`config.mk`:
```
export PLATFORM = sky130hd
export DESIGN_NAME = ex_branch_unit
export DESIGN_NICKNAME = d
export VERILOG_FILES = /design/src/ex_branch_pkg.sv /design/src/ex_stage_reg.sv /design/src/branch_compare.sv /design/src/target_calc.sv /design/src/ex_jump_handler.sv /design/src/branch_predictor.sv /design/src/ex_branch_unit.sv
export SDC_FILE = /design/constraint.sdc
export NUM_CORES = 1
export LEC_CHECK = 0
export ABC_CLOCK_PERIOD_IN_PS = 6480
export BUFFER_PORTS_ARGS = -buffer_cell sky130_fd_sc_hd__buf_2
export CORE_MARGIN = 5
export CORE_UTILIZATION = 50
export DETAILED_ROUTE_END_ITERATION = 12
export PLACE_DENSITY = 0.68
export SYNTH_ARGS = -nofsm -noshare
export SYNTH_HDL_FRONTEND = slang
export SYNTH_SLANG_ARGS = --single-unit
export TNS_END_PERCENT = 5
```
`constraint.sdc`:
```
create_clock -name clk -period 6.48 [get_ports clk]
set_input_delay 1.296 -clock clk [delete_from_list [all_inputs] [get_ports clk]]
set_output_delay 1.296 -clock clk [all_outputs]
set_load 0.01 [all_outputs]
```
`src/ex_branch_pkg.sv`:
```
`default_nettype none

package ex_branch_pkg;

    // Data and address width of the core
    localparam int xlen = 32;

    // Instruction class codes as produced by the decoder
    localparam int ir_type_w = 4;
    localparam logic [ir_type_w-1:0] ir_alu    = 4'd0;
    localparam logic [ir_type_w-1:0] ir_load   = 4'd1;
    localparam logic [ir_type_w-1:0] ir_store  = 4'd2;
    localparam logic [ir_type_w-1:0] ir_branch = 4'd3;
    localparam logic [ir_type_w-1:0] ir_jal    = 4'd4;
    localparam logic [ir_type_w-1:0] ir_jalr   = 4'd5;

    // Conditional branch encodings of funct3
    localparam logic [2:0] f3_beq  = 3'b000;
    localparam logic [2:0] f3_bne  = 3'b001;
    localparam logic [2:0] f3_blt  = 3'b100;
    localparam logic [2:0] f3_bge  = 3'b101;
    localparam logic [2:0] f3_bltu = 3'b110;
    localparam logic [2:0] f3_bgeu = 3'b111;

    // Predictor geometry, indexed by pc[5:2]
    localparam int bp_entries = 16;
    localparam int bp_idx_w   = 4;
    // Counters come out of reset as weakly not taken
    localparam logic [1:0] bp_ctr_init = 2'b01;

    // One instruction word seen through the B, J and I immediate layouts
    typedef union packed {
        struct packed {
            logic       imm12;
            logic [5:0] imm10_5;
            logic [4:0] rs2;
            logic [4:0] rs1;
            logic [2:0] funct3;
            logic [3:0] imm4_1;
            logic       imm11;
            logic [6:0] opcode;
        } b_fmt;
        struct packed {
            logic       imm20;
            logic [9:0] imm10_1;
            logic       imm11;
            logic [7:0] imm19_12;
            logic [4:0] rd;
            logic [6:0] opcode;
        } j_fmt;
        struct packed {
            logic [11:0] imm11_0;
            logic [4:0]  rs1;
            logic [2:0]  funct3;
            logic [4:0]  rd;
            logic [6:0]  opcode;
        } i_fmt;
    } instr_u;

endpackage

`default_nettype wire

```
`src/ex_stage_reg.sv`:
```
`timescale 1ns/100ps
`default_nettype none

module ex_stage_reg
    import ex_branch_pkg::*;
(
    input  wire logic                 clk,
    input  wire logic                 rst_n,
    // Decoded instruction from ID
    input  wire logic                 id_valid,
    input  wire logic [ir_type_w-1:0] id_ir_type,
    input  wire logic [xlen-1:0]      id_instr,
    input  wire logic [xlen-1:0]      id_pc,
    input  wire logic [xlen-1:0]      id_rs1,
    input  wire logic [xlen-1:0]      id_rs2,
    input  wire logic                 id_pred_taken,
    input  wire logic [xlen-1:0]      id_pred_addr,
    // Redirect from EX drops the instruction fetched down the wrong path
    input  wire logic                 kill,
    // Instruction held in EX
    output logic                      ex_valid,
    output logic [ir_type_w-1:0]      ex_ir_type,
    output instr_u                    ex_instr,
    output logic [xlen-1:0]           ex_pc,
    output logic [xlen-1:0]           ex_rs1,
    output logic [xlen-1:0]           ex_rs2,
    output logic                      ex_pred_taken,
    output logic [xlen-1:0]           ex_pred_addr
);

    // The valid bit is the only control state of the stage
    // An instruction sampled while a redirect is pending was on the wrong path
    always_ff @(posedge clk or negedge rst_n) begin
        if (!rst_n) begin
            ex_valid <= 1'b0;
        end else begin
            ex_valid <= id_valid && !kill;
        end
    end

    // Payload follows ID every cycle since the stage never stalls
    // Whatever is loaded under a low valid bit is simply ignored downstream
    always_ff @(posedge clk) begin
        ex_ir_type    <= id_ir_type;
        ex_instr      <= id_instr;
        ex_pc         <= id_pc;
        ex_rs1        <= id_rs1;
        ex_rs2        <= id_rs2;
        ex_pred_taken <= id_pred_taken;
        ex_pred_addr  <= id_pred_addr;
    end

endmodule

`default_nettype wire

```
`src/branch_compare.sv`:
```
`timescale 1ns/100ps
`default_nettype none

module branch_compare
    import ex_branch_pkg::*;
(
    input  wire logic [ir_type_w-1:0] ex_ir_type,
    input  wire instr_u               ex_instr,
    input  wire logic [xlen-1:0]      ex_rs1,
    input  wire logic [xlen-1:0]      ex_rs2,
    output logic                      taken
);

    logic       cond;
    logic [2:0] funct3;

    // The condition field of a conditional branch is read through the B view
    assign funct3 = ex_instr.b_fmt.funct3;

    // Evaluate the conditional branch condition on the two register operands
    always_comb begin
        case (funct3)
            f3_beq:  cond = (ex_rs1 == ex_rs2);
            f3_bne:  cond = (ex_rs1 != ex_rs2);
            f3_blt:  cond = ($signed(ex_rs1) < $signed(ex_rs2));
            f3_bge:  cond = ($signed(ex_rs1) >= $signed(ex_rs2));
            f3_bltu: cond = (ex_rs1 < ex_rs2);
            f3_bgeu: cond = (ex_rs1 >= ex_rs2);
            // Reserved encodings 010 and 011 never branch
            default: cond = 1'b0;
        endcase
    end

    // Unconditional jumps are always taken, everything else never is
    always_comb begin
        case (ex_ir_type)
            ir_branch: taken = cond;
            ir_jal:    taken = 1'b1;
            ir_jalr:   taken = 1'b1;
            default:   taken = 1'b0;
        endcase
    end

endmodule

`default_nettype wire

```
`src/target_calc.sv`:
```
`timescale 1ns/100ps
`default_nettype none

module target_calc
    import ex_branch_pkg::*;
(
    input  wire logic [ir_type_w-1:0] ex_ir_type,
    input  wire instr_u               ex_instr,
    input  wire logic [xlen-1:0]      ex_pc,
    input  wire logic [xlen-1:0]      ex_rs1,
    output logic [xlen-1:0]           target,
    output logic [xlen-1:0]           pc4
);

    logic [xlen-1:0] imm_b;
    logic [xlen-1:0] imm_j;
    logic [xlen-1:0] imm_i;
    logic [xlen-1:0] jalr_sum;

    // B immediate is scattered over the word and always even
    assign imm_b = {{19{ex_instr.b_fmt.imm12}}, ex_instr.b_fmt.imm12, ex_instr.b_fmt.imm11,
                    ex_instr.b_fmt.imm10_5, ex_instr.b_fmt.imm4_1, 1'b0};

    // J immediate covers +-1 MiB, also even
    assign imm_j = {{11{ex_instr.j_fmt.imm20}}, ex_instr.j_fmt.imm20,
                    ex_instr.j_fmt.imm19_12, ex_instr.j_fmt.imm11,
                    ex_instr.j_fmt.imm10_1, 1'b0};

    // I immediate is a plain 12-bit signed offset
    assign imm_i = {{20{ex_instr.i_fmt.imm11_0[11]}}, ex_instr.i_fmt.imm11_0};

    // JALR adds to a register, so the low bit is forced to zero afterwards
    assign jalr_sum = ex_rs1 + imm_i;

    always_comb begin
        case (ex_ir_type)
            ir_jal:  target = ex_pc + imm_j;
            ir_jalr: target = {jalr_sum[xlen-1:1], 1'b0};
            // BRANCH uses the B offset; other types take the same path but ignore it
            default: target = ex_pc + imm_b;
        endcase
    end

    // Fall-through address for a not-taken branch
    assign pc4 = ex_pc + 32'd4;

endmodule

`default_nettype wire

```
`src/ex_jump_handler.sv`:
```
`timescale 1ns/100ps
`default_nettype none

module ex_jump_handler
    import ex_branch_pkg::*;
(
    input  wire logic                 ex_valid,
    input  wire logic [ir_type_w-1:0] ex_ir_type,
    // Resolved direction and addresses
    input  wire logic                 taken,
    input  wire logic [xlen-1:0]      target,
    input  wire logic [xlen-1:0]      pc4,
    // What fetch guessed for this instruction
    input  wire logic                 ex_pred_taken,
    input  wire logic [xlen-1:0]      ex_pred_addr,
    input  wire logic                 flush_from_id,
    output logic                      jump,
    output logic [xlen-1:0]           jump_addr,
    output logic                      upd_en
);

    logic is_ctrl;
    logic live;
    logic dir_wrong;
    logic addr_wrong;

    assign is_ctrl = (ex_ir_type == ir_branch) || (ex_ir_type == ir_jal) ||
                     (ex_ir_type == ir_jalr);

    // A flushed or empty slot must neither redirect nor train
    assign live = ex_valid && !flush_from_id;

    assign dir_wrong = (ex_pred_taken != taken);

    // The table is untagged, so a correctly guessed direction may still carry
    // the target of another PC that maps to the same entry
    // A not-taken guess fetched PC+4 and its address needs no check
    assign addr_wrong = ex_pred_taken && (ex_pred_addr != target);

    always_comb begin
        if (!live) begin
            jump = 1'b0;
        end else if (is_ctrl) begin
            jump = dir_wrong || addr_wrong;
        end else begin
            // Non-control types carry the comparator result as is
            jump = taken;
        end
    end

    // On a wrong taken guess the pipeline went to the target, so go back to PC+4
    assign jump_addr = taken ? target : pc4;

    // Only resolved control instructions train the predictor
    assign upd_en = live && is_ctrl;

endmodule

`default_nettype wire

```
`src/branch_predictor.sv`:
```
`timescale 1ns/100ps
`default_nettype none

module branch_predictor
    import ex_branch_pkg::*;
(
    input  wire logic            clk,
    input  wire logic            rst_n,
    // Lookup port used by fetch
    input  wire logic [xlen-1:0] fetch_pc,
    // Training port from EX
    input  wire logic            upd_en,
    input  wire logic [xlen-1:0] upd_pc,
    input  wire logic            upd_taken,
    input  wire logic [xlen-1:0] upd_target,
    output logic                 pred_taken,
    output logic [xlen-1:0]      pred_target
);

    logic [1:0]          ctr_q [bp_entries];
    logic [xlen-1:0]     tgt_q [bp_entries];

    logic [bp_idx_w-1:0] rd_idx;
    logic [bp_idx_w-1:0] wr_idx;
    logic [1:0]          ctr_cur;
    logic [1:0]          ctr_next;

    // Word-aligned PCs, so bits 1:0 carry no information
    assign rd_idx = fetch_pc[bp_idx_w+1:2];
    assign wr_idx = upd_pc[bp_idx_w+1:2];

    // Lookup is a plain read, fetch sees it in the same cycle
    assign pred_taken  = ctr_q[rd_idx][1];
    assign pred_target = tgt_q[rd_idx];

    assign ctr_cur = ctr_q[wr_idx];

    // Two-bit saturating counter, upper half means predict taken
    always_comb begin
        ctr_next = ctr_cur;
        if (upd_taken) begin
            if (ctr_cur != 2'b11) begin
                ctr_next = ctr_cur + 2'b01;
            end
        end else begin
            if (ctr_cur != 2'b00) begin
                ctr_next = ctr_cur - 2'b01;
            end
        end
    end

    // Counters restart weakly not taken
    always_ff @(posedge clk or negedge rst_n) begin
        if (!rst_n) begin
            for (int i = 0; i < bp_entries; i++) begin
                ctr_q[i] <= bp_ctr_init;
            end
        end else if (upd_en) begin
            ctr_q[wr_idx] <= ctr_next;
        end
    end

    // A not-taken outcome says nothing about the target, so the old one is kept
    always_ff @(posedge clk or negedge rst_n) begin
        if (!rst_n) begin
            for (int i = 0; i < bp_entries; i++) begin
                tgt_q[i] <= '0;
            end
        end else if (upd_en && upd_taken) begin
            tgt_q[wr_idx] <= upd_target;
        end
    end

endmodule

`default_nettype wire

```
`src/ex_branch_unit.sv`:
```
`timescale 1ns/100ps
`default_nettype none

module ex_branch_unit
    import ex_branch_pkg::*;
(
    input  wire logic                 clk,
    input  wire logic                 rst_n,
    // Decoded instruction from ID
    input  wire logic                 id_valid,
    input  wire logic [ir_type_w-1:0] id_ir_type,
    input  wire logic [xlen-1:0]      id_instr,
    input  wire logic [xlen-1:0]      id_pc,
    input  wire logic [xlen-1:0]      id_rs1,
    input  wire logic [xlen-1:0]      id_rs2,
    input  wire logic                 id_pred_taken,
    input  wire logic [xlen-1:0]      id_pred_addr,
    // Applies to the instruction now in EX
    input  wire logic                 flush_from_id,
    // Fetch lookup
    input  wire logic [xlen-1:0]      fetch_pc,
    // Redirect to fetch
    output logic                      jump,
    output logic [xlen-1:0]           jump_addr,
    output logic                      pred_taken,
    output logic [xlen-1:0]           pred_target
);

    logic                 ex_valid;
    logic [ir_type_w-1:0] ex_ir_type;
    instr_u               ex_instr;
    logic [xlen-1:0]      ex_pc;
    logic [xlen-1:0]      ex_rs1;
    logic [xlen-1:0]      ex_rs2;
    logic                 ex_pred_taken;
    logic [xlen-1:0]      ex_pred_addr;
    logic                 taken;
    logic [xlen-1:0]      target;
    logic [xlen-1:0]      pc4;
    logic                 upd_en;

    // The redirect itself kills the instruction entering EX
    ex_stage_reg ex_stage_reg_i (
        .clk           (clk),
        .rst_n         (rst_n),
        .id_valid      (id_valid),
        .id_ir_type    (id_ir_type),
        .id_instr      (id_instr),
        .id_pc         (id_pc),
        .id_rs1        (id_rs1),
        .id_rs2        (id_rs2),
        .id_pred_taken (id_pred_taken),
        .id_pred_addr  (id_pred_addr),
        .kill          (jump),
        .ex_valid      (ex_valid),
        .ex_ir_type    (ex_ir_type),
        .ex_instr      (ex_instr),
        .ex_pc         (ex_pc),
        .ex_rs1        (ex_rs1),
        .ex_rs2        (ex_rs2),
        .ex_pred_taken (ex_pred_taken),
        .ex_pred_addr  (ex_pred_addr)
    );

    branch_compare branch_compare_i (
        .ex_ir_type (ex_ir_type),
        .ex_instr   (ex_instr),
        .ex_rs1     (ex_rs1),
        .ex_rs2     (ex_rs2),
        .taken      (taken)
    );

    target_calc target_calc_i (
        .ex_ir_type (ex_ir_type),
        .ex_instr   (ex_instr),
        .ex_pc      (ex_pc),
        .ex_rs1     (ex_rs1),
        .target     (target),
        .pc4        (pc4)
    );

    ex_jump_handler ex_jump_handler_i (
        .ex_valid      (ex_valid),
        .ex_ir_type    (ex_ir_type),
        .taken         (taken),
        .target        (target),
        .pc4           (pc4),
        .ex_pred_taken (ex_pred_taken),
        .ex_pred_addr  (ex_pred_addr),
        .flush_from_id (flush_from_id),
        .jump          (jump),
        .jump_addr     (jump_addr),
        .upd_en        (upd_en)
    );

    // Training data comes straight from the EX slot and the resolvers
    branch_predictor branch_predictor_i (
        .clk         (clk),
        .rst_n       (rst_n),
        .fetch_pc    (fetch_pc),
        .upd_en      (upd_en),
        .upd_pc      (ex_pc),
        .upd_taken   (taken),
        .upd_target  (target),
        .pred_taken  (pred_taken),
        .pred_target (pred_target)
    );

endmodule

`default_nettype wire

```
==> implementation parameters <==
Parameter                              Value

Run status
  Status ... finished, violations left
  Violated checks ... negative setup slack

Final layout
  Area occupied by multi-input gates ... 16700 sq um
  Filler Cell Count ... 5407
  Ratio of cells with drive above 1 in the final layout ... 0.286
  Area of all sequential standard cells ... 16800 sq um
  Layout-stage area growth over the synthesis result ... 16.0%
  Number of nets at the end of the flow ... 3593

Timing
  Unrepaired setup endpoints after global routing ... true
  Slew Limit Fails ... 0
  Maximum achievable frequency ... 0.153 GHz
  Final setup violation count ... 1
  Period utilisation layout ... 1.01
  Actual transition at the worst max-transition pin ... 1.19 ns
  Min Tclk post-route ... 6.55 ns
  Clock Skews ... 0.0356 ns
  Rel. slew slack ... 0.205
  Hold violation total from the final report ... 0
  Post-route worst setup slack ... -0.0650 ns

Route
  Vias post-DR ... 25500
  Count of nets left with antenna violations after detail routing ... 0
  Initial detailed-routing violation count ... 2325
  First-pass DRT Iterations ... 5
  Routed metal-1 wirelength ... 41400 um
  Total length of routed met3 wires ... 6740 um
  DRC violations left ... 0
  Total wire length after detailed routing ... 101000 um
  Routed wire per std cell ... 23.9 um
  Drt via density ... 6.05
  Top sig layer ... met5
  Sum of met2 wire segment lengths after detailed routing ... 49300 um

Global route
  Initial antenna violation count ... 5
  First-pass GRT wire length ... 156000 um
  All-Layer GR Usage ... 0.272
  Number of global-route vias before repair ... 26200
  Total congestion overflow ... 0
  Largest net degree at the start of global routing ... 145

Clock network
  Clock Sinks ... 703
  Clock buffers created by TritonCTS ... 75
  H-Tree Depth ... 3
  Buffer levels on the longest clock path ... 3
  Clock-pin slew on the worst setup and hold paths ... 0.06 ns
  CTS tree ... built
  Insertion delay to the later sink of the worst-skew pair ... 0.63 ns
  CTS Hold Bufs ... 0
  CTS Root Cell ... sky130_fd_sc_hd__clkbuf_16

Power and ir drop
  Power density normalized to cell area ... 264 nW/um^2
  Overall power consumption ... 0.0105 W
  Leakage ... 18.4 nW
  VDD IR max ... 242 uV

Floorplan
  Cell Rows ... 95
  Initial Utilization ... 0.506
  Area of the core ... 67500 sq um
  Boundary Pins ... 267
  Die X-Extent ... 271 um
  DIE AREA ... 73700 sq um
  Chip Height ... 271 um

Logic synthesis
  Most common cell in the synthesized netlist ... sky130_fd_sc_hd__dfrtp_1
  Cell type with the highest aggregate area in the netlist ... sky130_fd_sc_hd__dfrtp_1
  Library cells used by synthesis ... 90
  Share of synthesized flip-flops with an asynchronous set or reset ... 0.775
  Biggest area contributors in the synthesized netlist ... sky130_fd_sc_hd__dfrtp_1 (39%), sky130_fd_sc_hd__mux4_2 (12%), sky130_fd_sc_hd__dfxtp_1 (9.3%)
  Portion of the post-synthesis area used by sequential elements ... 0.492
  Net count after synthesis ... 3385
  Fraction of post-synthesis cell area in the top cell type by area ... 0.387
  Number of flops mapped to enable cells by yosys ... 0
  Number of register bits inferred by synthesis ... 703
  Top cells by count, synth ... sky130_fd_sc_hd__dfrtp_1 (529), sky130_fd_sc_hd__a21oi_1 (483), sky130_fd_sc_hd__nor2_1 (458), sky130_fd_sc_hd__mux2_2 (183), sky130_fd_sc_hd__mux4_2 (175)
  Post-Syn Area ... 34200 sq um
  Leading register cell type out of synthesis ... sky130_fd_sc_hd__dfrtp_1
  Yosys warnings ... 0
  Gate count after technology mapping ... 3082
  Mean post-synth cell area ... 11.1 sq um

Setup path
  Cell type with the highest occurrence count on the critical path ... sky130_fd_sc_hd__buf_4
  Top fanout value on the critical path ... 8
  Cell breakdown of the critical path ... nand2b_4, nor3_4, buf_6, mux2_4, ha_4, nand4_1, buf_4, buf_4, buf_4, a211o_1, o211ai_1, xor2_1, mux2i_2, xor2_1, nand4b_1, nand4b_1, or4_1, or4_4, and2_4, buf_6
  Kind of start point of the critical path ... register
  Required time of the worst setup path ... 5.18 ns
  Kind of critical path ... register to output port
  Data arrival time of the critical path ... 5.25 ns
  Slowest stage cell, crit path ... sky130_fd_sc_hd__or4_4
  R2r setup slk ... 1.30 ns
  Delay contributed by the slowest stage of the critical path ... 0.55 ns
  Endpoint class of the critical path ... output port

Job
  Max Cap Violations ... 0

Hold path
  Worst min path class ... register to register

Placement
  Count of buffers from port buffering ... 231
  Routability cong. ... 0.979
  Total half-perimeter wirelength after legalization and detailed placement ... 69400 um
  Setup WS pre-CTS ... 0.165 ns
==> final timing paths <==
| check | startpoint | to | cells past startpoint |
|---|---|---|---|
| setup / recovery | ex_stage_reg_i.ex_ir_type[1] | jump | 20 |
| hold / removal | branch_predictor_i.tgt_q[476] | branch_predictor_i.tgt_q[476] | 1 |
| setup reg to reg | ex_stage_reg_i.ex_rs2[31] | branch_predictor_i.tgt_q[269] | 14 |
| hold reg to reg | branch_predictor_i.tgt_q[476] | branch_predictor_i.tgt_q[476] | 1 |
| max in group asynchronous | rst_n | ex_stage_reg_i.ex_valid | 2 |
| min in group asynchronous | rst_n | branch_predictor_i.tgt_q[276] | 1 |
==> where the power goes <==
part           internal, W  switching (W)  leakage [nW]
clock              0.00252        0.00178          1.24
combinational     0.000596        0.00102          8.28
sequential         0.00448      0.0000860          8.87
total              0.00760        0.00288          18.4
==> cell usage in the layout (no fill, tap or decap), types with 8 or more instances in the layout <==
| cell | instances |
|---|---|
| sky130_fd_sc_hd__o21a_1 | 20 |
| sky130_fd_sc_hd__xnor3_1 | 8 |
| sky130_fd_sc_hd__mux4_2 | 175 |
| sky130_fd_sc_hd__dfxtp_1 | 154 |
| sky130_fd_sc_hd__o21ai_0 | 51 |
| sky130_fd_sc_hd__clkbuf_8 | 21 |
| sky130_fd_sc_hd__buf_12 | 9 |
| sky130_fd_sc_hd__xor2_1 | 42 |
| sky130_fd_sc_hd__buf_2 | 227 |
| sky130_fd_sc_hd__a21oi_1 | 478 |
| sky130_fd_sc_hd__o2111ai_1 | 8 |
| sky130_fd_sc_hd__and2_1 | 9 |
| sky130_fd_sc_hd__nor2b_4 | 13 |
| sky130_fd_sc_hd__nor4_1 | 9 |
| sky130_fd_sc_hd__xnor2_1 | 48 |
| sky130_fd_sc_hd__buf_4 | 123 |
| sky130_fd_sc_hd__ha_1 | 95 |
| sky130_fd_sc_hd__clkinv_2 | 14 |
| sky130_fd_sc_hd__nand2_1 | 116 |
| sky130_fd_sc_hd__nand3_1 | 48 |
| sky130_fd_sc_hd__nor3_1 | 20 |
| sky130_fd_sc_hd__mux2i_1 | 16 |
| sky130_fd_sc_hd__and3_1 | 21 |
| sky130_fd_sc_hd__clkbuf_1 | 14 |
| sky130_fd_sc_hd__nor2_1 | 458 |
| sky130_fd_sc_hd__dfrtp_1 | 529 |
| sky130_fd_sc_hd__mux2_2 | 179 |
| sky130_fd_sc_hd__clkbuf_16 | 76 |
| sky130_fd_sc_hd__a211o_1 | 8 |
| sky130_fd_sc_hd__a21o_1 | 23 |
| sky130_fd_sc_hd__dfstp_2 | 16 |
| sky130_fd_sc_hd__nand4_1 | 35 |
| sky130_fd_sc_hd__or3_1 | 8 |
| sky130_fd_sc_hd__a211oi_1 | 8 |
| sky130_fd_sc_hd__inv_1 | 52 |
==> area by class of cell <==
class / count / share of cell area
sequential: 703 / 0.424
multi-input combinational: 2091 / 0.421
timing repair buffer: 366 / 0.0586
clock buffer: 110 / 0.0562
tap: 873 / 0.0276
clock inverter: 26 / 0.00675
inverter: 53 / 0.00502
antenna: 1 / 0.0000631
==> through the flow <==
step | util | TNS [ns] | std cells | area, sq um | hold slack, ns
CTS | 0.586 | -0.0194 | 4222 | 39600 | 0.506
finish | 0.587 | -0.0650 | 4223 | 39600 | 0.503
global route | 0.587 | -0.194 | 4222 | 39600 | 0.513
detailed placement | 0.544 | 0 | 4075 | 36700 | 0.491
global placement | 0.544 | 0 | 4075 | 36700 | 0.483
floorplan | - | 0 | 3082 | 34200 | 0.475
==> per-layer routing <==
metal	global-route usage	vias up
met5	0	-
met4	0.0913	4
met3	0.0485	208
met2	0.455	928
met1	0.363	12900
li1	-	11500
==> repair_timing <==
item | in CTS | in global routing
gates resized for setup | 59 | 11
buffers inserted | 11 | 0
gates cloned | 0 | 0
hold endpoints to repair | 0 | 0
endpoints found under the setup margin | 1 | 1
pin swaps | 24 | 9
==> logic make-up (layout without fill, tap and decap cells) <==
group / after synthesis / count (layout) / synth area share
compound gates: 703 / 703 / 0.120
xor+xnor: 101 / 101 / 0.0291
fa+ha+maj: 104 / 104 / 0.0384
buf+inv: 288 / 555 / 0.0328
flops: 703 / 703 / 0.492
mux: 380 / 380 / 0.182
other cells: 0 / 1 / 0
simple gates: 803 / 803 / 0.105
==> critical path, delay by kind of cell, from the launching register on <==
family,cells,cell delay (ns)
muxes,2,0.50
adders and majority gates,1,0.28
and+or+nand+nor,8,1.93
DFF,1,0.32
AOI/OAI and AO/OA,2,0.37
buffers and inverters,5,0.75
xor gates and xnor gates,2,0.50
==> registers in the layout, summed over array words and instances, names as in the netlist <==
name / cells
branch_predictor_i.ctr_q: 32
branch_predictor_i.tgt_q: 512
ex_stage_reg_i.ex_instr: 25
ex_stage_reg_i.ex_ir_type: 4
ex_stage_reg_i.ex_pc: 32
ex_stage_reg_i.ex_pred_addr: 32
ex_stage_reg_i.ex_pred_taken: 1
ex_stage_reg_i.ex_rs1: 32
ex_stage_reg_i.ex_rs2: 32
ex_stage_reg_i.ex_valid: 1
No activity file was read; power rests on OpenSTA's default activity.
